`config.mk`:
```
export PLATFORM = sky130hd
export DESIGN_NAME = tmu_top
export DESIGN_NICKNAME = d
export VERILOG_FILES = /design/src/tmu_pkg.sv /design/src/tmu_ctlif.sv /design/src/tmu_hdiv.sv /design/src/tmu_hinterp.sv /design/src/tmu_adrgen.sv /design/src/tmu_pixout.sv /design/src/tmu_top.sv
export SDC_FILE = /design/constraint.sdc
export NUM_CORES = 2
export LEC_CHECK = 0
export BUFFER_PORTS_ARGS = -buffer_cell sky130_fd_sc_hd__buf_2
export CAP_MARGIN = 20
export CELL_PAD_IN_SITES_DETAIL_PLACEMENT = 0
export CELL_PAD_IN_SITES_GLOBAL_PLACEMENT = 2
export CORE_MARGIN = 2
export CORE_UTILIZATION = 44
export CTS_BUF_LIST = sky130_fd_sc_hd__clkbuf_4
export DETAILED_ROUTE_END_ITERATION = 10
export PLACE_DENSITY_LB_ADDON = 0.1
export SLEW_MARGIN = 30
export SYNTH_ARGS = -nofsm -noshare
export SYNTH_HDL_FRONTEND = slang
export SYNTH_HIERARCHICAL = 1
export SYNTH_SLANG_ARGS = --single-unit
```
`constraint.sdc`:
```
create_clock -name sys_clk -period 18.65 [get_ports sys_clk]
set_clock_uncertainty 0.2 [all_clocks]
set_input_delay 1.865 -clock sys_clk [delete_from_list [all_inputs] [get_ports sys_clk]]
set_output_delay 1.865 -clock sys_clk [all_outputs]
set_load 0.02 [all_outputs]
```
`src/tmu_pkg.sv`:
```
// texture mapping unit shared widths, register map, state codes and pixel format.
package tmu_pkg;

	// fixed point is 1 sign, 11 integer and 6 fractional bits.
	localparam int FP_W = 18;
	localparam int FP_FRAC = 6;
	localparam int DIFF_W = 17;
	localparam int PIX_W = 12;
	localparam int RES_W = 11;
	localparam int ADR_W = 24;
	localparam int BRIGHT_W = 6;
	localparam int CSR_AW = 4;
	localparam int DIV_STEPS = 17;

	// register indices.
	localparam logic [CSR_AW-1:0] REG_CTRL = 4'd0;
	localparam logic [CSR_AW-1:0] REG_BRIGHT = 4'd1;
	localparam logic [CSR_AW-1:0] REG_CKEY = 4'd2;
	localparam logic [CSR_AW-1:0] REG_TEX_FBUF = 4'd3;
	localparam logic [CSR_AW-1:0] REG_TEX_HRES = 4'd4;
	localparam logic [CSR_AW-1:0] REG_TEX_HMASK = 4'd5;
	localparam logic [CSR_AW-1:0] REG_TEX_VMASK = 4'd6;
	localparam logic [CSR_AW-1:0] REG_DST_FBUF = 4'd7;
	localparam logic [CSR_AW-1:0] REG_DST_HRES = 4'd8;
	localparam logic [CSR_AW-1:0] REG_DST_X = 4'd9;
	localparam logic [CSR_AW-1:0] REG_DST_Y = 4'd10;
	localparam logic [CSR_AW-1:0] REG_SPAN_W = 4'd11;
	localparam logic [CSR_AW-1:0] REG_TS_X = 4'd12;
	localparam logic [CSR_AW-1:0] REG_TS_Y = 4'd13;
	localparam logic [CSR_AW-1:0] REG_TE_X = 4'd14;
	localparam logic [CSR_AW-1:0] REG_TE_Y = 4'd15;

	// top level and pixel output FSM states.
	localparam logic TOP_IDLE = 1'b0;
	localparam logic TOP_PROCESS = 1'b1;
	localparam logic [1:0] PIX_IDLE = 2'd0;
	localparam logic [1:0] PIX_READ = 2'd1;
	localparam logic [1:0] PIX_WRITE = 2'd2;

	// rgb565 pixel, raw word for the chroma key.
	typedef union packed {
		logic [15:0] raw;
		struct packed {
			logic [4:0] r;
			logic [5:0] g;
			logic [4:0] b;
		} rgb;
	} pixel_t;

endpackage

```
`src/tmu_ctlif.sv`:
```
// texture mapping unit control registers with readback, start pulse and interrupt.
`timescale 1ns/1ps

module tmu_ctlif (
	input  logic                                sys_clk,
	input  logic                                sys_rst,
	input  logic [tmu_pkg::CSR_AW-1:0]          csr_a_i,
	input  logic                                csr_we_i,
	input  logic [31:0]                         csr_di_i,
	output logic [31:0]                         csr_do_o,
	output logic                                irq_o,
	output logic                                start_o,
	input  logic                                busy_i,
	output logic [tmu_pkg::BRIGHT_W-1:0]        brightness_o,
	output logic                                chroma_key_en_o,
	output tmu_pkg::pixel_t                     chroma_key_o,
	output logic [tmu_pkg::ADR_W-1:0]           tex_fbuf_o,
	output logic [tmu_pkg::RES_W-1:0]           tex_hres_o,
	output logic [tmu_pkg::FP_W-1:0]            tex_hmask_o,
	output logic [tmu_pkg::FP_W-1:0]            tex_vmask_o,
	output logic [tmu_pkg::ADR_W-1:0]           dst_fbuf_o,
	output logic [tmu_pkg::RES_W-1:0]           dst_hres_o,
	output logic signed [tmu_pkg::PIX_W-1:0]    dst_x_o,
	output logic signed [tmu_pkg::PIX_W-1:0]    dst_y_o,
	output logic [tmu_pkg::RES_W-1:0]           span_w_o,
	output logic signed [tmu_pkg::FP_W-1:0]     ts_x_o,
	output logic signed [tmu_pkg::FP_W-1:0]     ts_y_o,
	output logic signed [tmu_pkg::FP_W-1:0]     te_x_o,
	output logic signed [tmu_pkg::FP_W-1:0]     te_y_o
);
	import tmu_pkg::*;

	logic busy_d;

	always_ff @(posedge sys_clk) begin
		if (sys_rst) begin
			brightness_o <= '0;
			chroma_key_en_o <= 1'b0;
			chroma_key_o <= '0;
			tex_fbuf_o <= '0;
			tex_hres_o <= '0;
			tex_hmask_o <= '0;
			tex_vmask_o <= '0;
			dst_fbuf_o <= '0;
			dst_hres_o <= '0;
			dst_x_o <= '0;
			dst_y_o <= '0;
			span_w_o <= '0;
			ts_x_o <= '0;
			ts_y_o <= '0;
			te_x_o <= '0;
			te_y_o <= '0;
			start_o <= 1'b0;
			busy_d <= 1'b0;
			irq_o <= 1'b0;
		end else begin
			// a start request is ignored while a span is running.
			start_o <= csr_we_i & (csr_a_i == REG_CTRL) & csr_di_i[0] & ~busy_i;
			busy_d <= busy_i;
			irq_o <= busy_d & ~busy_i;
			if (csr_we_i) begin
				case (csr_a_i)
					REG_CTRL: chroma_key_en_o <= csr_di_i[1];
					REG_BRIGHT: brightness_o <= csr_di_i[BRIGHT_W-1:0];
					REG_CKEY: chroma_key_o.raw <= csr_di_i[15:0];
					REG_TEX_FBUF: tex_fbuf_o <= csr_di_i[ADR_W-1:0];
					REG_TEX_HRES: tex_hres_o <= csr_di_i[RES_W-1:0];
					REG_TEX_HMASK: tex_hmask_o <= csr_di_i[FP_W-1:0];
					REG_TEX_VMASK: tex_vmask_o <= csr_di_i[FP_W-1:0];
					REG_DST_FBUF: dst_fbuf_o <= csr_di_i[ADR_W-1:0];
					REG_DST_HRES: dst_hres_o <= csr_di_i[RES_W-1:0];
					REG_DST_X: dst_x_o <= csr_di_i[PIX_W-1:0];
					REG_DST_Y: dst_y_o <= csr_di_i[PIX_W-1:0];
					REG_SPAN_W: span_w_o <= csr_di_i[RES_W-1:0];
					REG_TS_X: ts_x_o <= csr_di_i[FP_W-1:0];
					REG_TS_Y: ts_y_o <= csr_di_i[FP_W-1:0];
					REG_TE_X: te_x_o <= csr_di_i[FP_W-1:0];
					default: te_y_o <= csr_di_i[FP_W-1:0];
				endcase
			end
		end
	end

	// readback, signed fields come back sign extended.
	always_ff @(posedge sys_clk) begin
		case (csr_a_i)
			REG_CTRL: csr_do_o <= {30'd0, chroma_key_en_o, busy_i};
			REG_BRIGHT: csr_do_o <= 32'(brightness_o);
			REG_CKEY: csr_do_o <= {16'd0, chroma_key_o.raw};
			REG_TEX_FBUF: csr_do_o <= 32'(tex_fbuf_o);
			REG_TEX_HRES: csr_do_o <= 32'(tex_hres_o);
			REG_TEX_HMASK: csr_do_o <= 32'(tex_hmask_o);
			REG_TEX_VMASK: csr_do_o <= 32'(tex_vmask_o);
			REG_DST_FBUF: csr_do_o <= 32'(dst_fbuf_o);
			REG_DST_HRES: csr_do_o <= 32'(dst_hres_o);
			REG_DST_X: csr_do_o <= 32'(dst_x_o);
			REG_DST_Y: csr_do_o <= 32'(dst_y_o);
			REG_SPAN_W: csr_do_o <= 32'(span_w_o);
			REG_TS_X: csr_do_o <= 32'(ts_x_o);
			REG_TS_Y: csr_do_o <= 32'(ts_y_o);
			REG_TE_X: csr_do_o <= 32'(te_x_o);
			default: csr_do_o <= 32'(te_y_o);
		endcase
	end

endmodule

```
`src/tmu_hdiv.sv`:
```
// horizontal divider, splits the texture deltas over the span width.
`timescale 1ns/1ps

module tmu_hdiv (
	input  logic                             sys_clk,
	input  logic                             sys_rst,
	input  logic                             start_i,
	input  logic signed [tmu_pkg::FP_W-1:0]  ts_x_i,
	input  logic signed [tmu_pkg::FP_W-1:0]  ts_y_i,
	input  logic signed [tmu_pkg::FP_W-1:0]  te_x_i,
	input  logic signed [tmu_pkg::FP_W-1:0]  te_y_i,
	input  logic [tmu_pkg::RES_W-1:0]        span_w_i,
	output logic                             busy_o,
	output logic                             pipe_stb_o,
	input  logic                             pipe_ack_i,
	output logic signed [tmu_pkg::FP_W-1:0]  ts_x_o,
	output logic signed [tmu_pkg::FP_W-1:0]  ts_y_o,
	output logic                             x_pos_o,
	output logic [tmu_pkg::DIFF_W-1:0]       x_q_o,
	output logic [tmu_pkg::DIFF_W-1:0]       x_r_o,
	output logic                             y_pos_o,
	output logic [tmu_pkg::DIFF_W-1:0]       y_q_o,
	output logic [tmu_pkg::DIFF_W-1:0]       y_r_o
);
	import tmu_pkg::*;

	logic running;
	logic [4:0] cnt;
	logic [RES_W-1:0] div_w;

	// one restoring step, returns {remainder, quotient}.
	function automatic logic [2*DIFF_W-1:0] div_step(input logic [DIFF_W-1:0] r,
			input logic [DIFF_W-1:0] q, input logic [RES_W-1:0] d);
		logic [DIFF_W:0] trial;
		trial = {r, q[DIFF_W-1]} - {{(DIFF_W+1-RES_W){1'b0}}, d};
		if (trial[DIFF_W])
			return {r[DIFF_W-2:0], q[DIFF_W-1], q[DIFF_W-2:0], 1'b0};
		return {trial[DIFF_W-1:0], q[DIFF_W-2:0], 1'b1};
	endfunction

	assign busy_o = running | pipe_stb_o;

	always_ff @(posedge sys_clk) begin
		if (sys_rst) begin
			running <= 1'b0;
			pipe_stb_o <= 1'b0;
			cnt <= '0;
		end else if (start_i) begin
			running <= 1'b1;
			cnt <= 5'(DIV_STEPS);
		end else if (running) begin
			cnt <= cnt - 5'd1;
			if (cnt == 5'd1) begin
				running <= 1'b0;
				pipe_stb_o <= 1'b1;
			end
		end else if (pipe_ack_i)
			pipe_stb_o <= 1'b0;
	end

	// quotient builds up in place of the dividend.
	always_ff @(posedge sys_clk) begin
		if (start_i) begin
			ts_x_o <= ts_x_i;
			ts_y_o <= ts_y_i;
			div_w <= span_w_i;
			x_pos_o <= te_x_i >= ts_x_i;
			y_pos_o <= te_y_i >= ts_y_i;
			x_q_o <= (te_x_i >= ts_x_i) ? DIFF_W'(te_x_i - ts_x_i) : DIFF_W'(ts_x_i - te_x_i);
			y_q_o <= (te_y_i >= ts_y_i) ? DIFF_W'(te_y_i - ts_y_i) : DIFF_W'(ts_y_i - te_y_i);
			x_r_o <= '0;
			y_r_o <= '0;
		end else if (running) begin
			{x_r_o, x_q_o} <= div_step(x_r_o, x_q_o, div_w);
			{y_r_o, y_q_o} <= div_step(y_r_o, y_q_o, div_w);
		end
	end

endmodule

```
`src/tmu_hinterp.sv`:
```
// horizontal interpolator, steps destination x and texture coordinates per pixel.
`timescale 1ns/1ps

module tmu_hinterp (
	input  logic                              sys_clk,
	input  logic                              sys_rst,
	input  logic                              pipe_stb_i,
	output logic                              pipe_ack_o,
	input  logic signed [tmu_pkg::FP_W-1:0]   ts_x_i,
	input  logic signed [tmu_pkg::FP_W-1:0]   ts_y_i,
	input  logic                              x_pos_i,
	input  logic [tmu_pkg::DIFF_W-1:0]        x_q_i,
	input  logic [tmu_pkg::DIFF_W-1:0]        x_r_i,
	input  logic                              y_pos_i,
	input  logic [tmu_pkg::DIFF_W-1:0]        y_q_i,
	input  logic [tmu_pkg::DIFF_W-1:0]        y_r_i,
	input  logic [tmu_pkg::RES_W-1:0]         span_w_i,
	input  logic signed [tmu_pkg::PIX_W-1:0]  dst_x_i,
	input  logic signed [tmu_pkg::PIX_W-1:0]  dst_y_i,
	output logic                              busy_o,
	output logic                              pipe_stb_o,
	input  logic                              pipe_ack_i,
	output logic signed [tmu_pkg::PIX_W-1:0]  dx_o,
	output logic signed [tmu_pkg::PIX_W-1:0]  dy_o,
	output logic signed [tmu_pkg::FP_W-1:0]   tx_o,
	output logic signed [tmu_pkg::FP_W-1:0]   ty_o
);
	import tmu_pkg::*;

	logic [RES_W-1:0] remaining;
	logic x_pos, y_pos;
	logic [DIFF_W-1:0] x_q, x_r, y_q, y_r;
	logic [DIFF_W-1:0] err_x, err_y, err_x_next, err_y_next;
	logic [FP_W-1:0] tx_next, ty_next;

	// quotient step plus one more unit when the error wraps, returns {t, err}.
	function automatic logic [FP_W+DIFF_W-1:0] step_axis(input logic [FP_W-1:0] t,
			input logic pos, input logic [DIFF_W-1:0] q, input logic [DIFF_W-1:0] r,
			input logic [DIFF_W-1:0] err, input logic [RES_W-1:0] w);
		logic [DIFF_W-1:0] e;
		logic [FP_W-1:0] inc;
		e = err + r;
		inc = {1'b0, q};
		if (e >= DIFF_W'(w)) begin
			e = e - DIFF_W'(w);
			inc = inc + FP_W'(1);
		end
		return {pos ? t + inc : t - inc, e};
	endfunction

	assign {tx_next, err_x_next} = step_axis(tx_o, x_pos, x_q, x_r, err_x, span_w_i);
	assign {ty_next, err_y_next} = step_axis(ty_o, y_pos, y_q, y_r, err_y, span_w_i);
	assign pipe_ack_o = ~pipe_stb_o;
	assign busy_o = pipe_stb_o;

	always_ff @(posedge sys_clk) begin
		if (sys_rst) begin
			pipe_stb_o <= 1'b0;
			remaining <= '0;
		end else if (pipe_stb_i & pipe_ack_o) begin
			// an empty span emits nothing.
			pipe_stb_o <= span_w_i != '0;
			remaining <= span_w_i;
		end else if (pipe_stb_o & pipe_ack_i) begin
			remaining <= remaining - RES_W'(1);
			if (remaining == RES_W'(1))
				pipe_stb_o <= 1'b0;
		end
	end

	always_ff @(posedge sys_clk) begin
		if (pipe_stb_i & pipe_ack_o) begin
			{x_pos, x_q, x_r} <= {x_pos_i, x_q_i, x_r_i};
			{y_pos, y_q, y_r} <= {y_pos_i, y_q_i, y_r_i};
			err_x <= '0;
			err_y <= '0;
			dx_o <= dst_x_i;
			dy_o <= dst_y_i;
			tx_o <= ts_x_i;
			ty_o <= ts_y_i;
		end else if (pipe_stb_o & pipe_ack_i) begin
			err_x <= err_x_next;
			err_y <= err_y_next;
			dx_o <= dx_o + PIX_W'(1);
			tx_o <= tx_next;
			ty_o <= ty_next;
		end
	end

endmodule

```
`src/tmu_adrgen.sv`:
```
// address generator, wraps texture coordinates, drops off-screen pixels, builds addresses.
`timescale 1ns/1ps

module tmu_adrgen (
	input  logic                              sys_clk,
	input  logic                              sys_rst,
	input  logic                              pipe_stb_i,
	output logic                              pipe_ack_o,
	input  logic signed [tmu_pkg::PIX_W-1:0]  dx_i,
	input  logic signed [tmu_pkg::PIX_W-1:0]  dy_i,
	input  logic signed [tmu_pkg::FP_W-1:0]   tx_i,
	input  logic signed [tmu_pkg::FP_W-1:0]   ty_i,
	input  logic [tmu_pkg::FP_W-1:0]          tex_hmask_i,
	input  logic [tmu_pkg::FP_W-1:0]          tex_vmask_i,
	input  logic [tmu_pkg::ADR_W-1:0]         tex_fbuf_i,
	input  logic [tmu_pkg::RES_W-1:0]         tex_hres_i,
	input  logic [tmu_pkg::ADR_W-1:0]         dst_fbuf_i,
	input  logic [tmu_pkg::RES_W-1:0]         dst_hres_i,
	output logic                              busy_o,
	output logic                              pipe_stb_o,
	input  logic                              pipe_ack_i,
	output logic [tmu_pkg::ADR_W-1:0]         tadr_o,
	output logic [tmu_pkg::ADR_W-1:0]         dadr_o
);
	import tmu_pkg::*;

	logic [FP_W-1:0] tx_m, ty_m;
	logic [RES_W-1:0] tx_int, ty_int;
	logic visible;

	// integer part of the wrapped coordinate.
	assign tx_m = tx_i & tex_hmask_i;
	assign ty_m = ty_i & tex_vmask_i;
	assign tx_int = tx_m[FP_W-2:FP_FRAC];
	assign ty_int = ty_m[FP_W-2:FP_FRAC];

	assign visible = ~dx_i[PIX_W-1] & ~dy_i[PIX_W-1] & (dx_i[RES_W-1:0] < dst_hres_i);
	assign pipe_ack_o = ~pipe_stb_o | pipe_ack_i;
	assign busy_o = pipe_stb_o;

	always_ff @(posedge sys_clk) begin
		if (sys_rst)
			pipe_stb_o <= 1'b0;
		else if (pipe_ack_o)
			pipe_stb_o <= pipe_stb_i & visible;
	end

	always_ff @(posedge sys_clk) begin
		if (pipe_ack_o) begin
			tadr_o <= tex_fbuf_i + ADR_W'(ty_int) * ADR_W'(tex_hres_i) + ADR_W'(tx_int);
			dadr_o <= dst_fbuf_i + ADR_W'(dy_i[RES_W-1:0]) * ADR_W'(dst_hres_i)
				+ ADR_W'(dx_i[RES_W-1:0]);
		end
	end

endmodule

```
`src/tmu_pixout.sv`:
```
// pixel output, reads the texel, applies chroma key and brightness, writes the pixel.
`timescale 1ns/1ps

module tmu_pixout (
	input  logic                          sys_clk,
	input  logic                          sys_rst,
	input  logic                          pipe_stb_i,
	output logic                          pipe_ack_o,
	input  logic [tmu_pkg::ADR_W-1:0]     tadr_i,
	input  logic [tmu_pkg::ADR_W-1:0]     dadr_i,
	input  logic [tmu_pkg::BRIGHT_W-1:0]  brightness_i,
	input  logic                          chroma_key_en_i,
	input  tmu_pkg::pixel_t               chroma_key_i,
	output logic                          busy_o,
	output logic [tmu_pkg::ADR_W-1:0]     tex_adr_o,
	output logic                          tex_stb_o,
	input  logic                          tex_ack_i,
	input  tmu_pkg::pixel_t               tex_dat_i,
	output logic [tmu_pkg::ADR_W-1:0]     pix_adr_o,
	output tmu_pkg::pixel_t               pix_dat_o,
	output logic                          pix_stb_o,
	input  logic                          pix_ack_i
);
	import tmu_pkg::*;

	logic [1:0] state;
	logic [BRIGHT_W:0] scale;
	logic [11:0] r_mul, g_mul, b_mul;
	logic key_hit;
	pixel_t decayed;

	// upstream holds the addresses until the pixel is acknowledged.
	assign tex_adr_o = tadr_i;
	assign pix_adr_o = dadr_i;

	assign key_hit = chroma_key_en_i & (tex_dat_i.raw == chroma_key_i.raw);

	// channel * (brightness + 1) / 64, truncated.
	assign scale = {1'b0, brightness_i} + 7'd1;
	assign r_mul = {7'd0, tex_dat_i.rgb.r} * {5'd0, scale};
	assign g_mul = {6'd0, tex_dat_i.rgb.g} * {5'd0, scale};
	assign b_mul = {7'd0, tex_dat_i.rgb.b} * {5'd0, scale};
	assign decayed.rgb.r = r_mul[BRIGHT_W+4:BRIGHT_W];
	assign decayed.rgb.g = g_mul[BRIGHT_W+5:BRIGHT_W];
	assign decayed.rgb.b = b_mul[BRIGHT_W+4:BRIGHT_W];

	assign pipe_ack_o = ((state == PIX_READ) & tex_ack_i & key_hit)
		| ((state == PIX_WRITE) & pix_ack_i);
	assign busy_o = state != PIX_IDLE;

	always_ff @(posedge sys_clk) begin
		if (sys_rst) begin
			state <= PIX_IDLE;
			tex_stb_o <= 1'b0;
			pix_stb_o <= 1'b0;
		end else begin
			case (state)
				PIX_IDLE: if (pipe_stb_i) begin
					state <= PIX_READ;
					tex_stb_o <= 1'b1;
				end
				PIX_READ: if (tex_ack_i) begin
					tex_stb_o <= 1'b0;
					if (key_hit)
						state <= PIX_IDLE;
					else begin
						state <= PIX_WRITE;
						pix_stb_o <= 1'b1;
					end
				end
				PIX_WRITE: if (pix_ack_i) begin
					pix_stb_o <= 1'b0;
					state <= PIX_IDLE;
				end
				default: state <= PIX_IDLE;
			endcase
		end
	end

	always_ff @(posedge sys_clk) begin
		if ((state == PIX_READ) & tex_ack_i)
			pix_dat_o <= decayed;
	end

endmodule

```
`src/tmu_top.sv`:
```
// texture mapping unit top level, stage chain and span busy FSM.
`timescale 1ns/1ps

module tmu_top (
	input  logic                        sys_clk,
	input  logic                        sys_rst,
	input  logic [tmu_pkg::CSR_AW-1:0]  csr_a_i,
	input  logic                        csr_we_i,
	input  logic [31:0]                 csr_di_i,
	output logic [31:0]                 csr_do_o,
	output logic                        irq_o,
	output logic [tmu_pkg::ADR_W-1:0]   tex_adr_o,
	output logic                        tex_stb_o,
	input  logic                        tex_ack_i,
	input  tmu_pkg::pixel_t             tex_dat_i,
	output logic [tmu_pkg::ADR_W-1:0]   pix_adr_o,
	output tmu_pkg::pixel_t             pix_dat_o,
	output logic                        pix_stb_o,
	input  logic                        pix_ack_i
);
	import tmu_pkg::*;

	logic start, busy, state;
	logic [BRIGHT_W-1:0] brightness;
	logic chroma_key_en;
	pixel_t chroma_key;
	logic [ADR_W-1:0] tex_fbuf, dst_fbuf;
	logic [RES_W-1:0] tex_hres, dst_hres, span_w;
	logic [FP_W-1:0] tex_hmask, tex_vmask;
	logic signed [PIX_W-1:0] dst_x, dst_y;
	logic signed [FP_W-1:0] ts_x, ts_y, te_x, te_y;

	tmu_ctlif i_ctlif (
		.sys_clk(sys_clk), .sys_rst(sys_rst),
		.csr_a_i(csr_a_i), .csr_we_i(csr_we_i), .csr_di_i(csr_di_i), .csr_do_o(csr_do_o),
		.irq_o(irq_o), .start_o(start), .busy_i(busy),
		.brightness_o(brightness), .chroma_key_en_o(chroma_key_en),
		.chroma_key_o(chroma_key), .tex_fbuf_o(tex_fbuf), .tex_hres_o(tex_hres),
		.tex_hmask_o(tex_hmask), .tex_vmask_o(tex_vmask), .dst_fbuf_o(dst_fbuf),
		.dst_hres_o(dst_hres), .dst_x_o(dst_x), .dst_y_o(dst_y), .span_w_o(span_w),
		.ts_x_o(ts_x), .ts_y_o(ts_y), .te_x_o(te_x), .te_y_o(te_y)
	);

	// stage 1, division of the deltas.
	logic hdiv_busy, hdiv_stb, hdiv_ack, x_pos, y_pos;
	logic signed [FP_W-1:0] hdiv_ts_x, hdiv_ts_y;
	logic [DIFF_W-1:0] x_q, x_r, y_q, y_r;

	tmu_hdiv i_hdiv (
		.sys_clk(sys_clk), .sys_rst(sys_rst), .start_i(start),
		.ts_x_i(ts_x), .ts_y_i(ts_y), .te_x_i(te_x), .te_y_i(te_y), .span_w_i(span_w),
		.busy_o(hdiv_busy), .pipe_stb_o(hdiv_stb), .pipe_ack_i(hdiv_ack),
		.ts_x_o(hdiv_ts_x), .ts_y_o(hdiv_ts_y),
		.x_pos_o(x_pos), .x_q_o(x_q), .x_r_o(x_r),
		.y_pos_o(y_pos), .y_q_o(y_q), .y_r_o(y_r)
	);

	// stage 2, per-pixel interpolation.
	logic hinterp_busy, hinterp_stb, hinterp_ack;
	logic signed [PIX_W-1:0] dx, dy;
	logic signed [FP_W-1:0] tx, ty;

	tmu_hinterp i_hinterp (
		.sys_clk(sys_clk), .sys_rst(sys_rst),
		.pipe_stb_i(hdiv_stb), .pipe_ack_o(hdiv_ack),
		.ts_x_i(hdiv_ts_x), .ts_y_i(hdiv_ts_y),
		.x_pos_i(x_pos), .x_q_i(x_q), .x_r_i(x_r),
		.y_pos_i(y_pos), .y_q_i(y_q), .y_r_i(y_r),
		.span_w_i(span_w), .dst_x_i(dst_x), .dst_y_i(dst_y),
		.busy_o(hinterp_busy), .pipe_stb_o(hinterp_stb), .pipe_ack_i(hinterp_ack),
		.dx_o(dx), .dy_o(dy), .tx_o(tx), .ty_o(ty)
	);

	// stage 3, wrap, clip and addresses.
	logic adrgen_busy, adrgen_stb, adrgen_ack;
	logic [ADR_W-1:0] tadr, dadr;

	tmu_adrgen i_adrgen (
		.sys_clk(sys_clk), .sys_rst(sys_rst),
		.pipe_stb_i(hinterp_stb), .pipe_ack_o(hinterp_ack),
		.dx_i(dx), .dy_i(dy), .tx_i(tx), .ty_i(ty),
		.tex_hmask_i(tex_hmask), .tex_vmask_i(tex_vmask),
		.tex_fbuf_i(tex_fbuf), .tex_hres_i(tex_hres),
		.dst_fbuf_i(dst_fbuf), .dst_hres_i(dst_hres),
		.busy_o(adrgen_busy), .pipe_stb_o(adrgen_stb), .pipe_ack_i(adrgen_ack),
		.tadr_o(tadr), .dadr_o(dadr)
	);

	// stage 4, texel read and pixel write.
	logic pixout_busy;

	tmu_pixout i_pixout (
		.sys_clk(sys_clk), .sys_rst(sys_rst),
		.pipe_stb_i(adrgen_stb), .pipe_ack_o(adrgen_ack), .tadr_i(tadr), .dadr_i(dadr),
		.brightness_i(brightness), .chroma_key_en_i(chroma_key_en),
		.chroma_key_i(chroma_key), .busy_o(pixout_busy),
		.tex_adr_o(tex_adr_o), .tex_stb_o(tex_stb_o),
		.tex_ack_i(tex_ack_i), .tex_dat_i(tex_dat_i),
		.pix_adr_o(pix_adr_o), .pix_dat_o(pix_dat_o),
		.pix_stb_o(pix_stb_o), .pix_ack_i(pix_ack_i)
	);

	// span stays busy until every stage has drained.
	always_ff @(posedge sys_clk) begin
		if (sys_rst)
			state <= TOP_IDLE;
		else if (state == TOP_IDLE) begin
			if (start)
				state <= TOP_PROCESS;
		end else if (~(hdiv_busy | hinterp_busy | adrgen_busy | pixout_busy))
			state <= TOP_IDLE;
	end

	assign busy = state == TOP_PROCESS;

endmodule

```
==> metrics.md <==
| Metric | Value |
|---|---|
| I/O pin count | `about 160` |
| Via Count | `40521` |
| Min-delay worst type | `flop to flop` |
| Chip height | `between 300 and 400 um` |
| Comb pwr share | `0.146` |
| Resized cells post-CTS | `0` |
| Share of cells above drive strength 1 | `0.105` |
| Die area | `approximately 110000 um2` |
| Bufs and invs on worst path | `3` |
| Final period util | `0.474` |
| Gr usage total | `0.274` |
| Largest net degree at the start of global routing | `around 110` |
| Final slew viol count | `0` |
| Die width | `about 340 um` |
| Slew HR | `0.334` |
| Minimum clock period | `a little under 9 ns` |
| DPL Wire Length | `118000 um` |
| Internal power | `0.00242 W` |
| Clock Tree Buf Depth | `3` |
| Maximum fanout along the worst path | `10` |
| Peak per-stage delay on the critical path | `between 0.4 and 0.5 ns` |
| Hold EP | `i_pixout/pix_stb_o` |
| Inserted Clock Buffers | `180` |
| Endpoints failing setup | `0` |
| First-pass GRT wire length | `roughly 240000 um` |
| R2R depth | `39` |
| Leak | `around 23 nW` |
| Vias per inst | `approximately 5.5` |
| Drt total wl | `roughly 160000 um` |
| GRT overflow | `0` |
| Yosys warnings | `6` |
| 1st-iter DRT viols | `3054` |
| Max Clk Rate | `approximately 110 MHz` |
| Syn Area/Cell | `8.78 um2` |
| Fin Hold WS | `between 0.2 and 0.25 ns` |
| Worst path arrival time | `between 9 and 10 ns` |
| Hold Startpoint | `i_pixout/pix_stb_o` |
| Clock latency on the worst-skew pair | `1.12 ns` |
| Critical Path Start Type | `flop` |
| Area delta synth->final | `7.99%` |
| Worst-Margin Slew | `approximately 1.0 ns` |
| DRC | `0` |
| Worst-path clk slew | `about 0.070 ns` |
| Crit path max-delay family | `compound AO/OA/AOI/OAI gates` |
| Sequential power share | `0.449` |
| Layout Nets | `6382` |
| Outcome | `finished clean` |
| Register area | `~15000 um2` |
| R2r setup slk | `approximately 9.8 ns` |
| Max VDD drop | `59.6 uV` |
| WHS Path Cells | `2` |
| Area of the multi-input gates | `between 30000 and 40000 um2` |
| Max Cap Viol | `0` |
| IO Port Bufs | `about 150` |
| R2r endpoint | `i_hinterp/ty_o[16]` |
| Core Area | `around 110000 um2` |
| Switching fraction of total power | `0.297` |
| Count of TritonRoute iterations in the first routing pass | `5` |
| FILL cells | `about 11000` |
| TritonCTS clock tree | `built` |
| Syn Nets | `roughly 6300` |
| RSZ-0062 raised after global routing | `false` |
| TNS Setup | `0 ns` |
| Switching power | `just over 0.001 W` |
| Starting Density | `0.445` |
| CP Capture Type | `flop` |
| Power density cells | `between 60 and 70 nW/um2` |
| Root Buffer Master | `clkbuf_4` |
| CTS Hold Bufs | `0` |
| H-tree Lvls | `4` |
| Drt wl/cell | `21.6 um` |
| Vias in the first global route | `around 40000` |
| Antenna violations before repair | `8` |
| Crit Path Class | `flop to flop` |
| Final hold vios | `0` |
| Post-CTS setup buffers | `0` |
| Crit-path slowest cell | `fa_1` |
| Synthesized cell area | `roughly 50000 um2` |
| Row count | `122` |
| Cells after Synth | `5613` |
| Clock power frac | `0.405` |
| Critical Path RT | `around 19 ns` |
| Reg-to-Reg Start | `i_hinterp/y_r[0]` |
| Clock sinks | `between 600 and 700` |
| Final GP Congestion | `roughly 0.9` |
| Post-route ant nets | `0` |
[cells in the final DEF (no fill, tap or decap), types with 77 or more instances in the layout]
master	instances
o21ai_0	212
and2_1	107
fa_1	283
xnor2_1	175
a21oi_1	512
and3_1	109
nand2_1	812
edfxtp_1	273
ha_1	377
nand3_1	112
nor2_1	268
xor2_1	107
nor3_1	77
inv_1	615
buf_2	146
dfxtp_1	356
clkbuf_4	252
[area by class of cell]
class / count / area share
antenna: 10 / 0.000470
clock buffer: 252 / 0.0355
clock inverter: 80 / 0.0104
inverter: 618 / 0.0436
multi-input combinational: 4037 / 0.565
sequential: 630 / 0.288
tap: 1488 / 0.0350
timing repair buffer: 198 / 0.0214
[how the worst max path moves through the flow]
stage	from	endpoint	slack, ns	cells past startpoint
finish	i_hinterp/y_r[0]	i_hinterp/ty_o[16]	9.81	39
global route	i_hinterp/err_y[0]	i_hinterp/ty_o[16]	9.01	39
CTS	i_hinterp/y_r[0]	i_hinterp/ty_o[16]	9.79	39
detailed placement	i_hinterp/err_y[0]	i_hinterp/ty_o[16]	9.93	39
global placement	i_hinterp/y_r[0]	i_hinterp/ty_o[16]	9.91	39
floorplan	i_hinterp/y_r[0]	i_hinterp/ty_o[16]	10.66	40
[power groups by stage]
stage / logic [W] / clock network, W / registers (W)
4_1_cts: 0.000502 / 0.00144 / 0.00154
6_report: 0.000503 / 0.00140 / 0.00154
5_1_grt: 0.000559 / 0.00151 / 0.00155
3_5_place_dp: 0.000498 / 0 / 0.00157
3_3_place_gp: 0.000497 / 0 / 0.00157
2_1_floorplan: 0.000377 / 0 / 0.00155
[worst register-to-register path: cells and delay by family (launching register included)]
kind	cells	cell delay [ns]
AND/OR/NAND/NOR	6	1.31
buffers and inverters	3	0.38
XOR/XNOR	5	0.88
flip-flops	1	0.33
adder cells (fa/ha/maj)	5	1.49
AO/OA/AOI/OAI	20	3.98
[flip-flops by register name, indices dropped and copies added (netlist names), 18 cells and up]
| register | flops |
|---|---|
| i_ctlif/tex_hmask_o | 18 |
| i_adrgen/dadr_o | 24 |
| i_ctlif/tex_fbuf_o | 24 |
| i_adrgen/tadr_o | 24 |
| i_ctlif/ts_x_o | 18 |
| i_ctlif/ts_y_o | 18 |
| i_ctlif/te_x_o | 18 |
| i_ctlif/csr_do_o | 25 |
| i_ctlif/tex_vmask_o | 18 |
| i_ctlif/dst_fbuf_o | 24 |
| i_ctlif/te_y_o | 18 |
[per-stage QoR]
stage,instances,worst slack (ns),area [um2],utilization,total power [W]
6_report,7313,9.81,53200,0.480,0.00344
5_1_grt,7312,9.01,53200,0.480,0.00362
4_1_cts,7303,9.79,53200,0.480,0.00348
3_5_place_dp,6971,9.93,50700,0.458,0.00207
3_3_place_gp,6971,9.91,50700,0.458,0.00207
2_1_floorplan,5613,10.66,49300,-,0.00193
[per-layer routing]
metal,track usage,vias to the layer above,part of all wire
li1,-,19286,-
met1,0.388,19781,0.47
met2,0.424,1211,0.44
met3,0.0486,239,0.062
met4,0.0837,4,0.026
met5,0,-,0.00019
Power figures use the tool's default switching activity.
